`src/cpuPkg.sv`:
```
package cpuPkg;

	localparam int WORD_WIDTH = 16;
	localparam int PC_WIDTH = 8;
	localparam int MEM_DEPTH = 256;

	typedef logic [WORD_WIDTH-1:0] wordT;
	typedef logic [WORD_WIDTH-1:0] instrT;
	typedef logic [3:0] regAddrT;
	typedef logic [PC_WIDTH-1:0] pcT;
	typedef logic [$clog2(MEM_DEPTH)-1:0] memAddrT;
	typedef logic [4:0] flagsT;
	typedef logic [3:0] aluOpT;
	typedef logic [3:0] condT;

	// **************************************************
	// ALU operation codes.
	// **************************************************
	localparam aluOpT OP_ADD = 4'd0;
	localparam aluOpT OP_SUB = 4'd1;
	localparam aluOpT OP_CMP = 4'd2;
	localparam aluOpT OP_AND = 4'd3;
	localparam aluOpT OP_OR = 4'd4;
	localparam aluOpT OP_XOR = 4'd5;
	localparam aluOpT OP_NOT = 4'd6;
	localparam aluOpT OP_LSH = 4'd7;
	localparam aluOpT OP_RSH = 4'd8;
	localparam aluOpT OP_ARSH = 4'd9;
	localparam aluOpT OP_MUL = 4'd10;

	// opcode classes, upper nibble of the instruction.
	localparam logic [3:0] CLASS_REG = 4'b0000;
	localparam logic [3:0] CLASS_MEM = 4'b0100;
	localparam logic [3:0] CLASS_BCOND = 4'b1100;

	// function codes; the immediate class and the register-form extension share them.
	localparam logic [3:0] FN_AND = 4'b0001;
	localparam logic [3:0] FN_OR = 4'b0010;
	localparam logic [3:0] FN_XOR = 4'b0011;
	localparam logic [3:0] FN_ADD = 4'b0101;
	localparam logic [3:0] FN_ADDU = 4'b0110;
	localparam logic [3:0] FN_ADDC = 4'b0111;
	localparam logic [3:0] FN_SUB = 4'b1001;
	localparam logic [3:0] FN_SUBC = 4'b1010;
	localparam logic [3:0] FN_CMP = 4'b1011;
	localparam logic [3:0] FN_MUL = 4'b1110;

	localparam logic [3:0] EXT_LOAD = 4'b0000;
	localparam logic [3:0] EXT_STOR = 4'b0100;
	localparam logic [3:0] EXT_JCOND = 4'b1100;
	localparam logic [3:0] EXT_SCOND = 4'b1101;

	localparam int FLAG_C = 0;
	localparam int FLAG_L = 1;
	localparam int FLAG_F = 2;
	localparam int FLAG_Z = 3;
	localparam int FLAG_N = 4;

	localparam condT COND_EQ = 4'd0;
	localparam condT COND_NE = 4'd1;
	localparam condT COND_CS = 4'd2;
	localparam condT COND_CC = 4'd3;
	localparam condT COND_LO = 4'd4;
	localparam condT COND_HS = 4'd5;
	localparam condT COND_LT = 4'd6;
	localparam condT COND_GE = 4'd7;
	localparam condT COND_FS = 4'd8;
	localparam condT COND_FC = 4'd9;
	localparam condT COND_HI = 4'd10;
	localparam condT COND_LS = 4'd11;
	localparam condT COND_GT = 4'd12;
	localparam condT COND_LE = 4'd13;
	localparam condT COND_UC = 4'd14;
	localparam condT COND_NV = 4'd15;

	// register write data sources.
	localparam logic [1:0] WR_ALU = 2'b00;
	localparam logic [1:0] WR_MEM = 2'b01;
	localparam logic [1:0] WR_COND = 2'b10;

	typedef enum logic [3:0] {
		FETCH,
		DECODE,
		OPERAND,
		EXEC_REG,
		EXEC_IMM,
		MEM_ADDR,
		LOAD_READ,
		LOAD_WRITE,
		STORE_WRITE,
		MEM_DONE,
		SCOND_WRITE,
		BRANCH,
		JUMP
	} ctrlStateT;

endpackage

```
`src/instrFetch.sv`:
```
`timescale 1ns/1ps

module instrFetch
	import cpuPkg::*;
(
	input logic Clk,
	input logic rst,
	input instrT instr,
	input logic pcInc,
	input logic instrLoad,
	input logic pcBranch,
	input logic pcJump,
	input wordT jumpTarget,
	output pcT instrAddr,
	output instrT curInstr
);

	pcT pc;
	pcT branchDisp;
	instrT instrQ;
	instrT heldInstr;

	// the branch displacement is the signed low byte of the instruction.
	assign branchDisp = pcT'($signed(curInstr[7:0]));

	// **************************************************
	// Program counter.
	// **************************************************
	always_ff @(posedge Clk) begin
		if (rst) begin
			pc <= '0;
		end else if (pcJump) begin
			pc <= jumpTarget[PC_WIDTH-1:0];
		end else if (pcBranch) begin
			pc <= pc + branchDisp;
		end else if (pcInc) begin
			pc <= pc + 1'b1;
		end
	end

	assign instrAddr = pc;

	// program memory output registered at the end of every cycle.
	// after FETCH it holds the word at the old PC, while the PC already
	// points at the next instruction.
	always_ff @(posedge Clk) begin
		instrQ <= instr;
	end

	always_ff @(posedge Clk) begin
		if (rst) begin
			heldInstr <= '0;
		end else if (instrLoad) begin
			heldInstr <= instrQ;
		end
	end

	// during DECODE the word comes straight from the fetch register so
	// control can choose its next state; afterwards it is held.
	assign curInstr = instrLoad ? instrQ : heldInstr;

endmodule

```
`config.mk`:
```
export PLATFORM = sky130hd
export DESIGN_NAME = instrFetch
export DESIGN_NICKNAME = d
export VERILOG_FILES = /design/src/cpuPkg.sv /design/src/instrFetch.sv
export SDC_FILE = /design/constraint.sdc
export NUM_CORES = 1
export LEC_CHECK = 0
export ABC_AREA = 1
export BUFFER_PORTS_ARGS = -buffer_cell sky130_fd_sc_hd__buf_2
export CORE_MARGIN = 5
export CORE_UTILIZATION = 27
export CTS_BUF_LIST = sky130_fd_sc_hd__clkbuf_4
export DETAILED_ROUTE_END_ITERATION = 8
export MAX_ROUTING_LAYER = met4
export PLACE_DENSITY = 0.59
export SYNTH_ARGS = -nofsm -noshare
export SYNTH_HDL_FRONTEND = slang
export SYNTH_SLANG_ARGS = --single-unit
export TNS_END_PERCENT = 20
```
`constraint.sdc`:
```
create_clock -name Clk -period 2.1 [get_ports Clk]
set_clock_uncertainty 0.05 [all_clocks]
set_input_delay 0.21 -clock Clk [delete_from_list [all_inputs] [get_ports Clk]]
set_output_delay 0.21 -clock Clk [all_outputs]
set_load 0.05 [all_outputs]
```
==> flow_metrics.py, run 1 <==
metrics = {
    "synthesis": {
        "syn_nets": 269,
        "synth_warnings": 0,
        "synth_cell_type_count": 28,
        "synth_compound_area_share_pct": 10.4,
        "avgSynthCellArea_um2": 7.72,
        "async_flop_share_pct": 0,
        "synth-seq-area-share_pct": 46.5,
        "syn_area_mm2": 0.00172,
        "synth_flop_cell": "dfxtp_1",
        "synth_edf_count": 0,
        "synth_top_area_cell": "dfxtp_1",
        "synth_top_family_by_area": "simple AND/OR/NAND/NOR gates",
        "synth_commonest_cells": "nand2_1, dfxtp_1, inv_1, nor2_1, a21oi_1",
        "synth_seq_cells": 40,
        "synthXorXnorAreaFrac_pct": 0.509,
        "synth_area_leaders": "dfxtp_1, nand2_1, inv_1",
        "synth_fa_ha_area_share_pct": 6.25,
        "synthMuxAreaShare_pct": 0,
        "synth_most_common_cell": "nand2_1",
        "synthSimpleGateAreaFrac_pct": 27.2,
        "synth_top_area_share_pct": 46.5,
        "syn_inst": 223,
    },
    "clock_tree": {
        "clkSinkCount": 40,
        "clock_latency_ns": 0.35,
        "clock-root-buffer": "clkbuf_4",
        "cts_buffers": 5,
        "clockBufferDepth": 2,
        "cts_tree": "built",
        "clk_pin_slew_ns": 0.14,
        "htreeDepth": 2,
    },
    "final_layout": {
        "drive_gt1_share_pct": 30.6,
        "fin_util_pct": 37.9,
        "multi_input_area_um2": 776,
        "seq_area_um2": 802,
        "area_growth_pct": 38.0,
        "nNetsFinal": 349,
        "fillers": 646,
        "num_antenna_cells": 0,
    },
    "timing": {
        "final-hold-violation-count": 0,
        "holdWs_ns": 0.0588,
        "final.setup.tns_ns": 0,
        "rsz0062_at_grt": "no",
        "tightest_slew_ns": 0.499,
        "fin_crit_ns": 1.87,
        "fmax_mhz": 535,
        "setup_viol_count_final": 0,
        "finalCritPeriodShare_pct": 89.1,
        "drv_slew": 0,
        "worst_slack_ns": 0.229,
        "max-slew-margin-rel_pct": 66.8,
    },
    "floorplan": {
        "core.rowCount": 29,
        "core_area_mm2": 0.00628,
        "dieWidth_um": 89.9,
        "start_util_pct": 27.4,
        "io_pins": 62,
        "die_h_um": 89.9,
        "die_area_mm2": 0.00807,
    },
    "drt": {
        "routed_via_density": 4.11,
        "dr.first_iter.drc_count": 50,
        "drt_pass1_iterations": 4,
        "drt_wl_total_mm": 3.93,
        "drc": 0,
        "avgRoutedWirePerCell_um": 10.3,
        "ant_nets": 0,
        "vias": 1566,
    },
    "global_route": {
        "grt_pass1_vias": 1557,
        "grt_pass1_wl_mm": 6.69,
        "grt_antenna_before_repair": 0,
        "grt_overflow": 0,
        "grt.total_usage_pct": 10.2,
        "grt_max_degree": 25,
    },
    "job": {
        "max_cap_viol_count": 0,
    },
    "worst_setup_path": {
        "critical_path.top_delay_family": "simple AND/OR/NAND/NOR gates",
        "critPathMostFrequentCell": "nand2_1",
        "startpoint_type": "flip-flop",
        "cp_max_fo": 4,
        "cp_slowest_cell": "ha_1",
        "critPathCaptureType": "flip-flop",
        "path_buf_inv": 0,
        "cp.arrival_ns": 2.11,
        "crit_required_ns": 2.34,
        "worstPathCellList": "or2_2, o21ai_1, nor2_1, ha_1, nand2_1, nand2_1, a21oi_1, o21ai_0, nand2_1, nand3_2, a21oi_2",
        "critical_path_class": "reg -> reg",
        "slowest_delay_ns": 0.35,
    },
    "pwr": {
        "seq_power_share_pct": 46.0,
        "p_int_mw": 1.22,
        "switching_power_mw": 0.579,
        "cellPowerDensity_mw_per_mm2": 756,
        "swShare_pct": 32.2,
        "totalPowerFinal_mw": 1.80,
        "p_clk_share_pct": 29.4,
        "p_leak_nw": 1.24,
        "vdd_drop_max_mv": 0.452,
        "combPwrFrac_pct": 24.6,
    },
    "run_status": {
        "status": "complete, no violations",
    },
    "place": {
        "place.gp.congestion": 0.810,
        "hpwl_mm": 2.98,
        "portBuffers": 53,
        "place_ws_ns": 0.0512,
    },
    "worst_hold_path": {
        "hp-class": "in -> reg",
    },
}
state kept, by name (all words and copies together) (netlist names):
signal	count
heldInstr	16
instrQ	16
instrAddr	8
layout by cell type, fill, tap and decap left out, types with 7 or more instances in the layout:
cell            n
nand2_1        63
buf_2          53
dfxtp_1        39
inv_1          26
nor2_1         17
dlygate4sd3_1  16
a21oi_1        14
buf_4          10
nand3_1         7
ha_1            7
worst register-to-register path, stage by stage (launching register included):
cell and delay [ns]:
dfxtp_1 0.32, or2_2 0.28, o21ai_1 0.11, nor2_1 0.07, ha_1 0.35, nand2_1 0.08, nand2_1 0.08, a21oi_1 0.13
o21ai_0 0.09, nand2_1 0.08, nand3_2 0.06, a21oi_2 0.11
area by class of cell:
cell class | count | share of cell area (%)
multi-input cells | 147 | 32.6
well taps | 77 | 4.05
repair buffers | 79 | 21.1
clock buffers | 5 | 1.58
flip-flops and latches | 40 | 33.8
inverters | 30 | 4.95
clock inverters | 3 | 1.95
stage by stage:
stage	cells	instance area, um^2
after floorplan	223	1730
after global placement	356	2120
after detailed placement	356	2120
after CTS	380	2360
after global routing	381	2380
final	381	2380
per-layer routing:
| metal | GRT usage [%] | routed length (um) |
|---|---|---|
| met1 | 11.1 | 1730 |
| met2 | 18.1 | 2010 |
| met3 | 2.42 | 133 |
| met4 | 3.35 | 57 |
| met5 | - | 0 |
what timing repair did:
action / in CTS / in global routing
gates resized for setup: 0 / 5
hold buffers: 16 / 0
hold endpoints to repair: 16 / 0
setup endpoints to repair: 0 / 3
setup buffers: 0 / 1
power by group through the flow:
stage	Combinational (mW)	Clock, mW	Sequential, mW
6_report	0.442	0.528	0.826
5_1_grt	0.489	0.581	0.833
4_1_cts	0.441	0.548	0.827
3_5_place_dp	0.418	0	0.844
3_3_place_gp	0.413	0	0.844
2_1_floorplan	0.257	0	0.886
final timing paths:
check / cells after the start / startpoint / endpoint / slack [ns]
worst max-delay path: 11 / instrQ[4] / instrAddr[7] / 0.23
worst min-delay path: 3 / jumpTarget[4] / instrAddr[4] / 0.06
worst max register to register: 11 / instrQ[4] / instrAddr[7] / 0.23
worst min register to register: 2 / instrQ[12] / heldInstr[12] / 0.42
logic make-up after synthesis:
kind of cell,Yosys count
DFF,40
xor gates and xnor gates,1
buffers and inverters,36
and+or+nand+nor,107
adders and majority gates,8
AOI/OAI and AO/OA,31
Power figures use the tool's default switching activity.
==> run 2, diff against run 1 <==
--- a/config.mk
+++ b/config.mk
@@ -12,7 +12,7 @@
 export CTS_BUF_LIST = sky130_fd_sc_hd__clkbuf_4
 export DETAILED_ROUTE_END_ITERATION = 8
 export MAX_ROUTING_LAYER = met4
-export PLACE_DENSITY = 0.59
+export PLACE_DENSITY = 0.6
 export SYNTH_ARGS = -nofsm -noshare
 export SYNTH_HDL_FRONTEND = slang
 export SYNTH_SLANG_ARGS = --single-unit
==> constraint.sdc (replaced) <==
create_clock -name Clk -period 1.7 [get_ports Clk]
set_clock_uncertainty 0.05 [all_clocks]
set_input_delay 0.17 -clock Clk [delete_from_list [all_inputs] [get_ports Clk]]
set_output_delay 0.17 -clock Clk [all_outputs]
set_load 0.05 [all_outputs]
==> flow_metrics.py, run 2 (synthesis gave the netlist of run 1 again) <==
metrics = {
    "run_status": {
        "status": "finished, violations left",
        "violations": "negative setup slack",
    },
    "clock_tree": {
        "clockBufferDepth": 2,
        "clock_latency_ns": 0.35,
        "htreeDepth": 2,
        "cts_buffers": 5,
        "cts_tree": "built",
        "clk_pin_slew_ns": 0.13,
        "clock-root-buffer": "clkbuf_4",
        "clkSinkCount": 40,
    },
    "final_layout": {
        "final_common_cell": "nand2_1",
        "drive_gt1_share_pct": 45.0,
        "fin_util_pct": 42.5,
        "final_cell_mix": "nand2_1, buf_2, dfxtp_1",
        "final_area_mm2": 0.00267,
        "multi_input_area_um2": 946,
        "num_antenna_cells": 0,
        "nNetsFinal": 365,
        "area_growth_pct": 54.9,
        "seq_area_um2": 808,
        "fillers": 647,
        "stdcell_count": 397,
    },
    "worst_hold_path": {
        "hold_depth": 3,
        "hp-start": "jumpTarget[0]",
        "hold_end": "instrAddr[0]",
        "hp-class": "in -> reg",
    },
    "timing": {
        "finalCritPeriodShare_pct": 106,
        "worst_slack_ns": -0.101,
        "final-hold-violation-count": 0,
        "fmax_mhz": 555,
        "max-slew-margin-rel_pct": 65.8,
        "fin_crit_ns": 1.80,
        "setup_viol_count_final": 5,
        "tightest_slew_ns": 0.513,
        "drv_slew": 0,
        "rsz0062_at_grt": "yes",
    },
    "worst_setup_path": {
        "reg2reg_from": "instrQ[2]",
        "crit_required_ns": 1.92,
        "cp.arrival_ns": 2.03,
        "reg2reg_to": "instrAddr[5]",
        "critPathCaptureType": "flip-flop",
        "startpoint_type": "flip-flop",
        "r2r_slack_ns": -0.10,
        "reg2reg_depth": 12,
        "critical_path_class": "reg -> reg",
        "cp_max_fo": 4,
    },
    "place": {
        "dpl_cell_area_mm2": 0.00223,
        "place.gp.congestion": 0.780,
        "portBuffers": 53,
        "hpwl_mm": 3.19,
        "dpl.cell_count": 368,
    },
    "drt": {
        "dr.first_iter.drc_count": 45,
        "drt_wl_total_mm": 4.33,
        "avgRoutedWirePerCell_um": 10.9,
        "drt_pass1_iterations": 4,
        "vias": 1669,
        "routed_via_density": 4.20,
        "drc": 0,
        "ant_nets": 0,
    },
    "global_route": {
        "grt_max_degree": 25,
        "grt_antenna_before_repair": 0,
        "grt_overflow": 0,
        "grt_pass1_vias": 1658,
        "grt_pass1_wl_mm": 7.51,
        "grt.total_usage_pct": 11.4,
    },
    "floorplan": {
        "start_util_pct": 27.4,
        "die_h_um": 89.9,
        "core_area_mm2": 0.00628,
        "die_area_mm2": 0.00807,
        "dieWidth_um": 89.9,
        "io_pins": 62,
        "core.rowCount": 29,
    },
    "pwr": {
        "vdd_drop_max_mv": 0.572,
        "cellPowerDensity_mw_per_mm2": 822,
        "p_leak_nw": 1.35,
    },
    "job": {
        "max_cap_viol_count": 0,
    },
}
[run 2: cell types whose count changed in the layout (fill, tap and decap cells not counted), moves of 5 or more]
cell / change
inv_1: -5
nand2_1: -8
a21oi_1: -5
dfxtp_1: -5
buf_4: +14
dfxtp_2: +5
[run 2: final cells by class]
| cell class | count | share of cell area (%) |
|---|---|---|
| Clock buffer | 6 | 1.69 |
| Sequential cell | 40 | 30.3 |
| Clock inverter | 2 | 0.610 |
| Timing Repair Buffer | 95 | 23.8 |
| Multi-Input combinational cell | 147 | 35.5 |
| Inverter | 30 | 4.50 |
| Tap cell | 77 | 3.61 |
[run 2: layer usage]
layer / part of all wire [%] / GRT usage, % / wire, um
met3: 3.7 / 2.75 / 160
met1: 41 / 12.5 / 1770
met4: 1.2 / 2.98 / 51
met2: 54 / 20.4 / 2340
met5: 0 / - / 0
[run 2: through the flow]
stage | power [mW] | hold WS (ns) | TNS (ns) | worst slack, ns
2_1_floorplan | 1.42 | 0.148 | -0.918 | -0.213
3_3_place_gp | 1.59 | 0.222 | -1.21 | -0.230
3_5_place_dp | 1.60 | 0.224 | -1.52 | -0.283
4_1_cts | 2.19 | 0.0118 | -0.509 | -0.147
5_1_grt | 2.33 | 0.0130 | -1.02 | -0.188
6_report | 2.19 | 0.0234 | -0.259 | -0.101
[run 2: critical path: stages (launching register included)]
cell,delay [ns]
dfxtp_2,0.34
or2_4,0.22
o21ai_2,0.06
nor2_1,0.06
ha_1,0.28
or2_1,0.22
nand2_2,0.11
inv_2,0.05
nand2_2,0.06
nand2_1,0.05
nand2_1,0.06
nand3_2,0.07
a21oi_2,0.13
[run 2: timing repair]
item	4_1_cts	5_1_grt
pin swaps	27	22
setup buffers	5	0
hold buffers	16	0
hold endpoints to repair	16	0
gates cloned	0	0
resized for setup	32	24
endpoints found under the setup margin	7	9
[run 2: power by group]
part	switching, mW	total [mW]	internal [mW]
clock	0.324	0.504	0.181
sequential	0.0302	1.03	0.998
combinational	0.397	0.659	0.262
total	0.750	2.19	1.44
[run 2: how the worst max path moves through the flow]
| stage | cells after the start | slack, ns | startpoint | endpoint |
|---|---|---|---|---|
| 2_1_floorplan | 18 | -0.21 | instrLoad | instrAddr[6] |
| 3_3_place_gp | 13 | -0.23 | instrLoad | instrAddr[7] |
| 3_5_place_dp | 13 | -0.28 | instrLoad | instrAddr[7] |
| 4_1_cts | 12 | -0.15 | instrQ[2] | instrAddr[5] |
| 5_1_grt | 12 | -0.19 | instrQ[2] | instrAddr[5] |
| 6_report | 12 | -0.10 | instrQ[2] | instrAddr[5] |
==> run 3, diff against run 2 <==
--- a/config.mk
+++ b/config.mk
@@ -8,11 +8,11 @@
 export ABC_AREA = 1
 export BUFFER_PORTS_ARGS = -buffer_cell sky130_fd_sc_hd__buf_2
 export CORE_MARGIN = 5
-export CORE_UTILIZATION = 27
+export CORE_UTILIZATION = 45
 export CTS_BUF_LIST = sky130_fd_sc_hd__clkbuf_4
 export DETAILED_ROUTE_END_ITERATION = 8
 export MAX_ROUTING_LAYER = met4
-export PLACE_DENSITY = 0.6
+export PLACE_DENSITY = 0.86
 export SYNTH_ARGS = -nofsm -noshare
 export SYNTH_HDL_FRONTEND = slang
 export SYNTH_SLANG_ARGS = --single-unit
==> constraint.sdc (replaced) <==
create_clock -name Clk -period 1.6 [get_ports Clk]
set_clock_uncertainty 0.05 [all_clocks]
set_input_delay 0.32 -clock Clk [delete_from_list [all_inputs] [get_ports Clk]]
set_output_delay 0.32 -clock Clk [all_outputs]
set_load 0.05 [all_outputs]
==> flow_metrics.py, run 3 (synthesis gave the netlist of run 1 again) <==
metrics = {
    "timing": {
        "fmax_mhz": 547,
        "max-slew-margin-rel_pct": 66.9,
        "final-hold-violation-count": 0,
        "finalCritPeriodShare_pct": 114,
        "final.setup.tns_ns": -1.55,
        "tightest_slew_ns": 0.496,
        "fin_crit_ns": 1.83,
        "rsz0062_at_grt": "yes",
        "setup_viol_count_final": 13,
        "worst_slack_ns": -0.228,
        "drv_slew": 0,
    },
    "worst_setup_path": {
        "critical_path_class": "reg -> reg",
        "reg2reg_depth": 12,
        "reg2reg_to": "instrAddr[5]",
        "critPathCaptureType": "flip-flop",
        "r2r_slack_ns": -0.23,
        "cp_max_fo": 4,
        "crit_required_ns": 1.83,
        "crit_start": "instrQ[2]",
        "startpoint_type": "flip-flop",
        "reg2reg_from": "instrQ[2]",
        "cp.arrival_ns": 2.06,
    },
    "job": {
        "max_cap_viol_count": 0,
    },
    "floorplan": {
        "io_pins": 62,
        "core_area_mm2": 0.00369,
        "die_area_mm2": 0.00516,
        "die_h_um": 71.9,
        "core.rowCount": 22,
        "dieWidth_um": 71.9,
        "start_util_pct": 46.7,
    },
    "final_layout": {
        "area_growth_pct": 51.5,
        "num_antenna_cells": 0,
        "drive_gt1_share_pct": 42.6,
        "final_common_cell": "nand2_1",
        "fin_util_pct": 70.7,
        "nNetsFinal": 357,
        "stdcell_count": 360,
        "final_cell_mix": "nand2_1, buf_2, dfxtp_1",
    },
    "place": {
        "dpl.cell_count": 336,
        "hpwl_mm": 2.91,
        "place.gp.congestion": 0.855,
        "place_ws_ns": -0.547,
        "portBuffers": 53,
    },
    "global_route": {
        "grt_use_met3_pct": 6.31,
        "gr-usage-met2_pct": 26.5,
        "gr-usage-met1_pct": 17.8,
        "grt_antenna_before_repair": 0,
        "grt_pass1_wl_mm": 6.47,
        "grt_pass1_vias": 1596,
        "top_usage_layer": "met2",
        "grt.total_usage_pct": 16.4,
        "grt_overflow": 0,
        "grt_max_degree": 25,
    },
    "pwr": {
        "p_leak_nw": 1.34,
        "p_int_mw": 1.70,
        "cellPowerDensity_mw_per_mm2": 950,
        "vdd_drop_max_mv": 0.774,
        "p_clk_share_pct": 27.0,
        "totalPowerFinal_mw": 2.48,
        "seq_power_share_pct": 44.1,
        "switching_power_mw": 0.782,
        "combPwrFrac_pct": 28.9,
        "swShare_pct": 31.6,
    },
    "worst_hold_path": {
        "hp-start": "instr[0]",
        "hold_depth": 1,
        "hp-class": "in -> reg",
        "hold_end": "instrQ[0]",
    },
    "drt": {
        "drt_pass1_iterations": 4,
        "avgRoutedWirePerCell_um": 12.7,
        "ant_nets": 0,
        "vias": 1717,
        "dr.first_iter.drc_count": 82,
        "drt_wl_total_mm": 4.56,
        "routed_via_density": 4.77,
        "drc": 0,
    },
    "clock_tree": {
        "clock_latency_ns": 0.36,
        "htreeDepth": 2,
        "cts_tree": "built",
        "clockBufferDepth": 2,
        "cts_buffers": 5,
        "clock-root-buffer": "clkbuf_4",
        "clk_pin_slew_ns": 0.12,
        "clkSinkCount": 40,
    },
    "run_status": {
        "status": "finished, violations left",
        "violations": "negative setup slack",
    },
}
## run 3: cell count changes in the layout (fill, tap and decap cells not counted), sizes merged
cell / change
buf: -4
dlygate4sd3: -4
bufinv: +1
clkinvlp: -1
## run 3: critical path: stages (launching register included)
cell and delay [ns]:
dfxtp_2 0.34, or2_4 0.22, o21ai_2 0.06, nor2_1 0.07
ha_1 0.28, or2_1 0.23, nand2_2 0.10, inv_2 0.04
nand2_2 0.05, nand2_1 0.05, nand2_1 0.07, nand3_2 0.06
a21oi_2 0.12
## run 3: power groups by stage
stage	clock (mW)	sequential (mW)	combinational, mW
after global routing	0.724	1.10	0.777
after CTS	0.675	1.09	0.636
after floorplan	0	1.16	0.344
final	0.668	1.09	0.717
after detailed placement	0	1.11	0.585
after global placement	0	1.11	0.572
## run 3: layout make-up
cell class | instances | area [um^2]
Multi-Input combinational cell | 147 | 881
Timing Repair Buffer | 87 | 659
Clock inverter | 2 | 35.0
Sequential cell | 40 | 806
Fill cell | 271 | 1080
Inverter | 30 | 123
Clock buffer | 6 | 45.0
Tap cell | 48 | 60.1
## run 3: per-stage QoR
| stage | cell area, um^2 | hold slack, ns |
|---|---|---|
| 2_1_floorplan | 1750 | 0.298 |
| 3_3_place_gp | 2170 | 0.372 |
| 3_5_place_dp | 2170 | 0.374 |
| 4_1_cts | 2360 | 0.00609 |
| 5_1_grt | 2610 | -0.00714 |
| 6_report | 2610 | 0.0104 |
## run 3: layer usage
layer,routed length [um],share of wire (%)
met3,288,6.3
met5,0,0
met1,1870,41
met4,85,1.9
met2,2310,51
## run 3: worst max-delay path by stage
stage | end
after detailed placement | instrAddr[5]
after global routing | instrAddr[5]
after global placement | instrAddr[5]
final | instrAddr[5]
after CTS | instrAddr[5]
after floorplan | instrAddr[6]
## run 3: what timing repair did
item / 4_1_cts / 5_1_grt
gates resized for setup: 37 / 43
pin swaps: 20 / 19
endpoints found under the hold margin: 0 / 12
cloned: 0 / 0
hold buffers: 0 / 12
buffers inserted: 3 / 1
setup endpoints to repair: 13 / 22
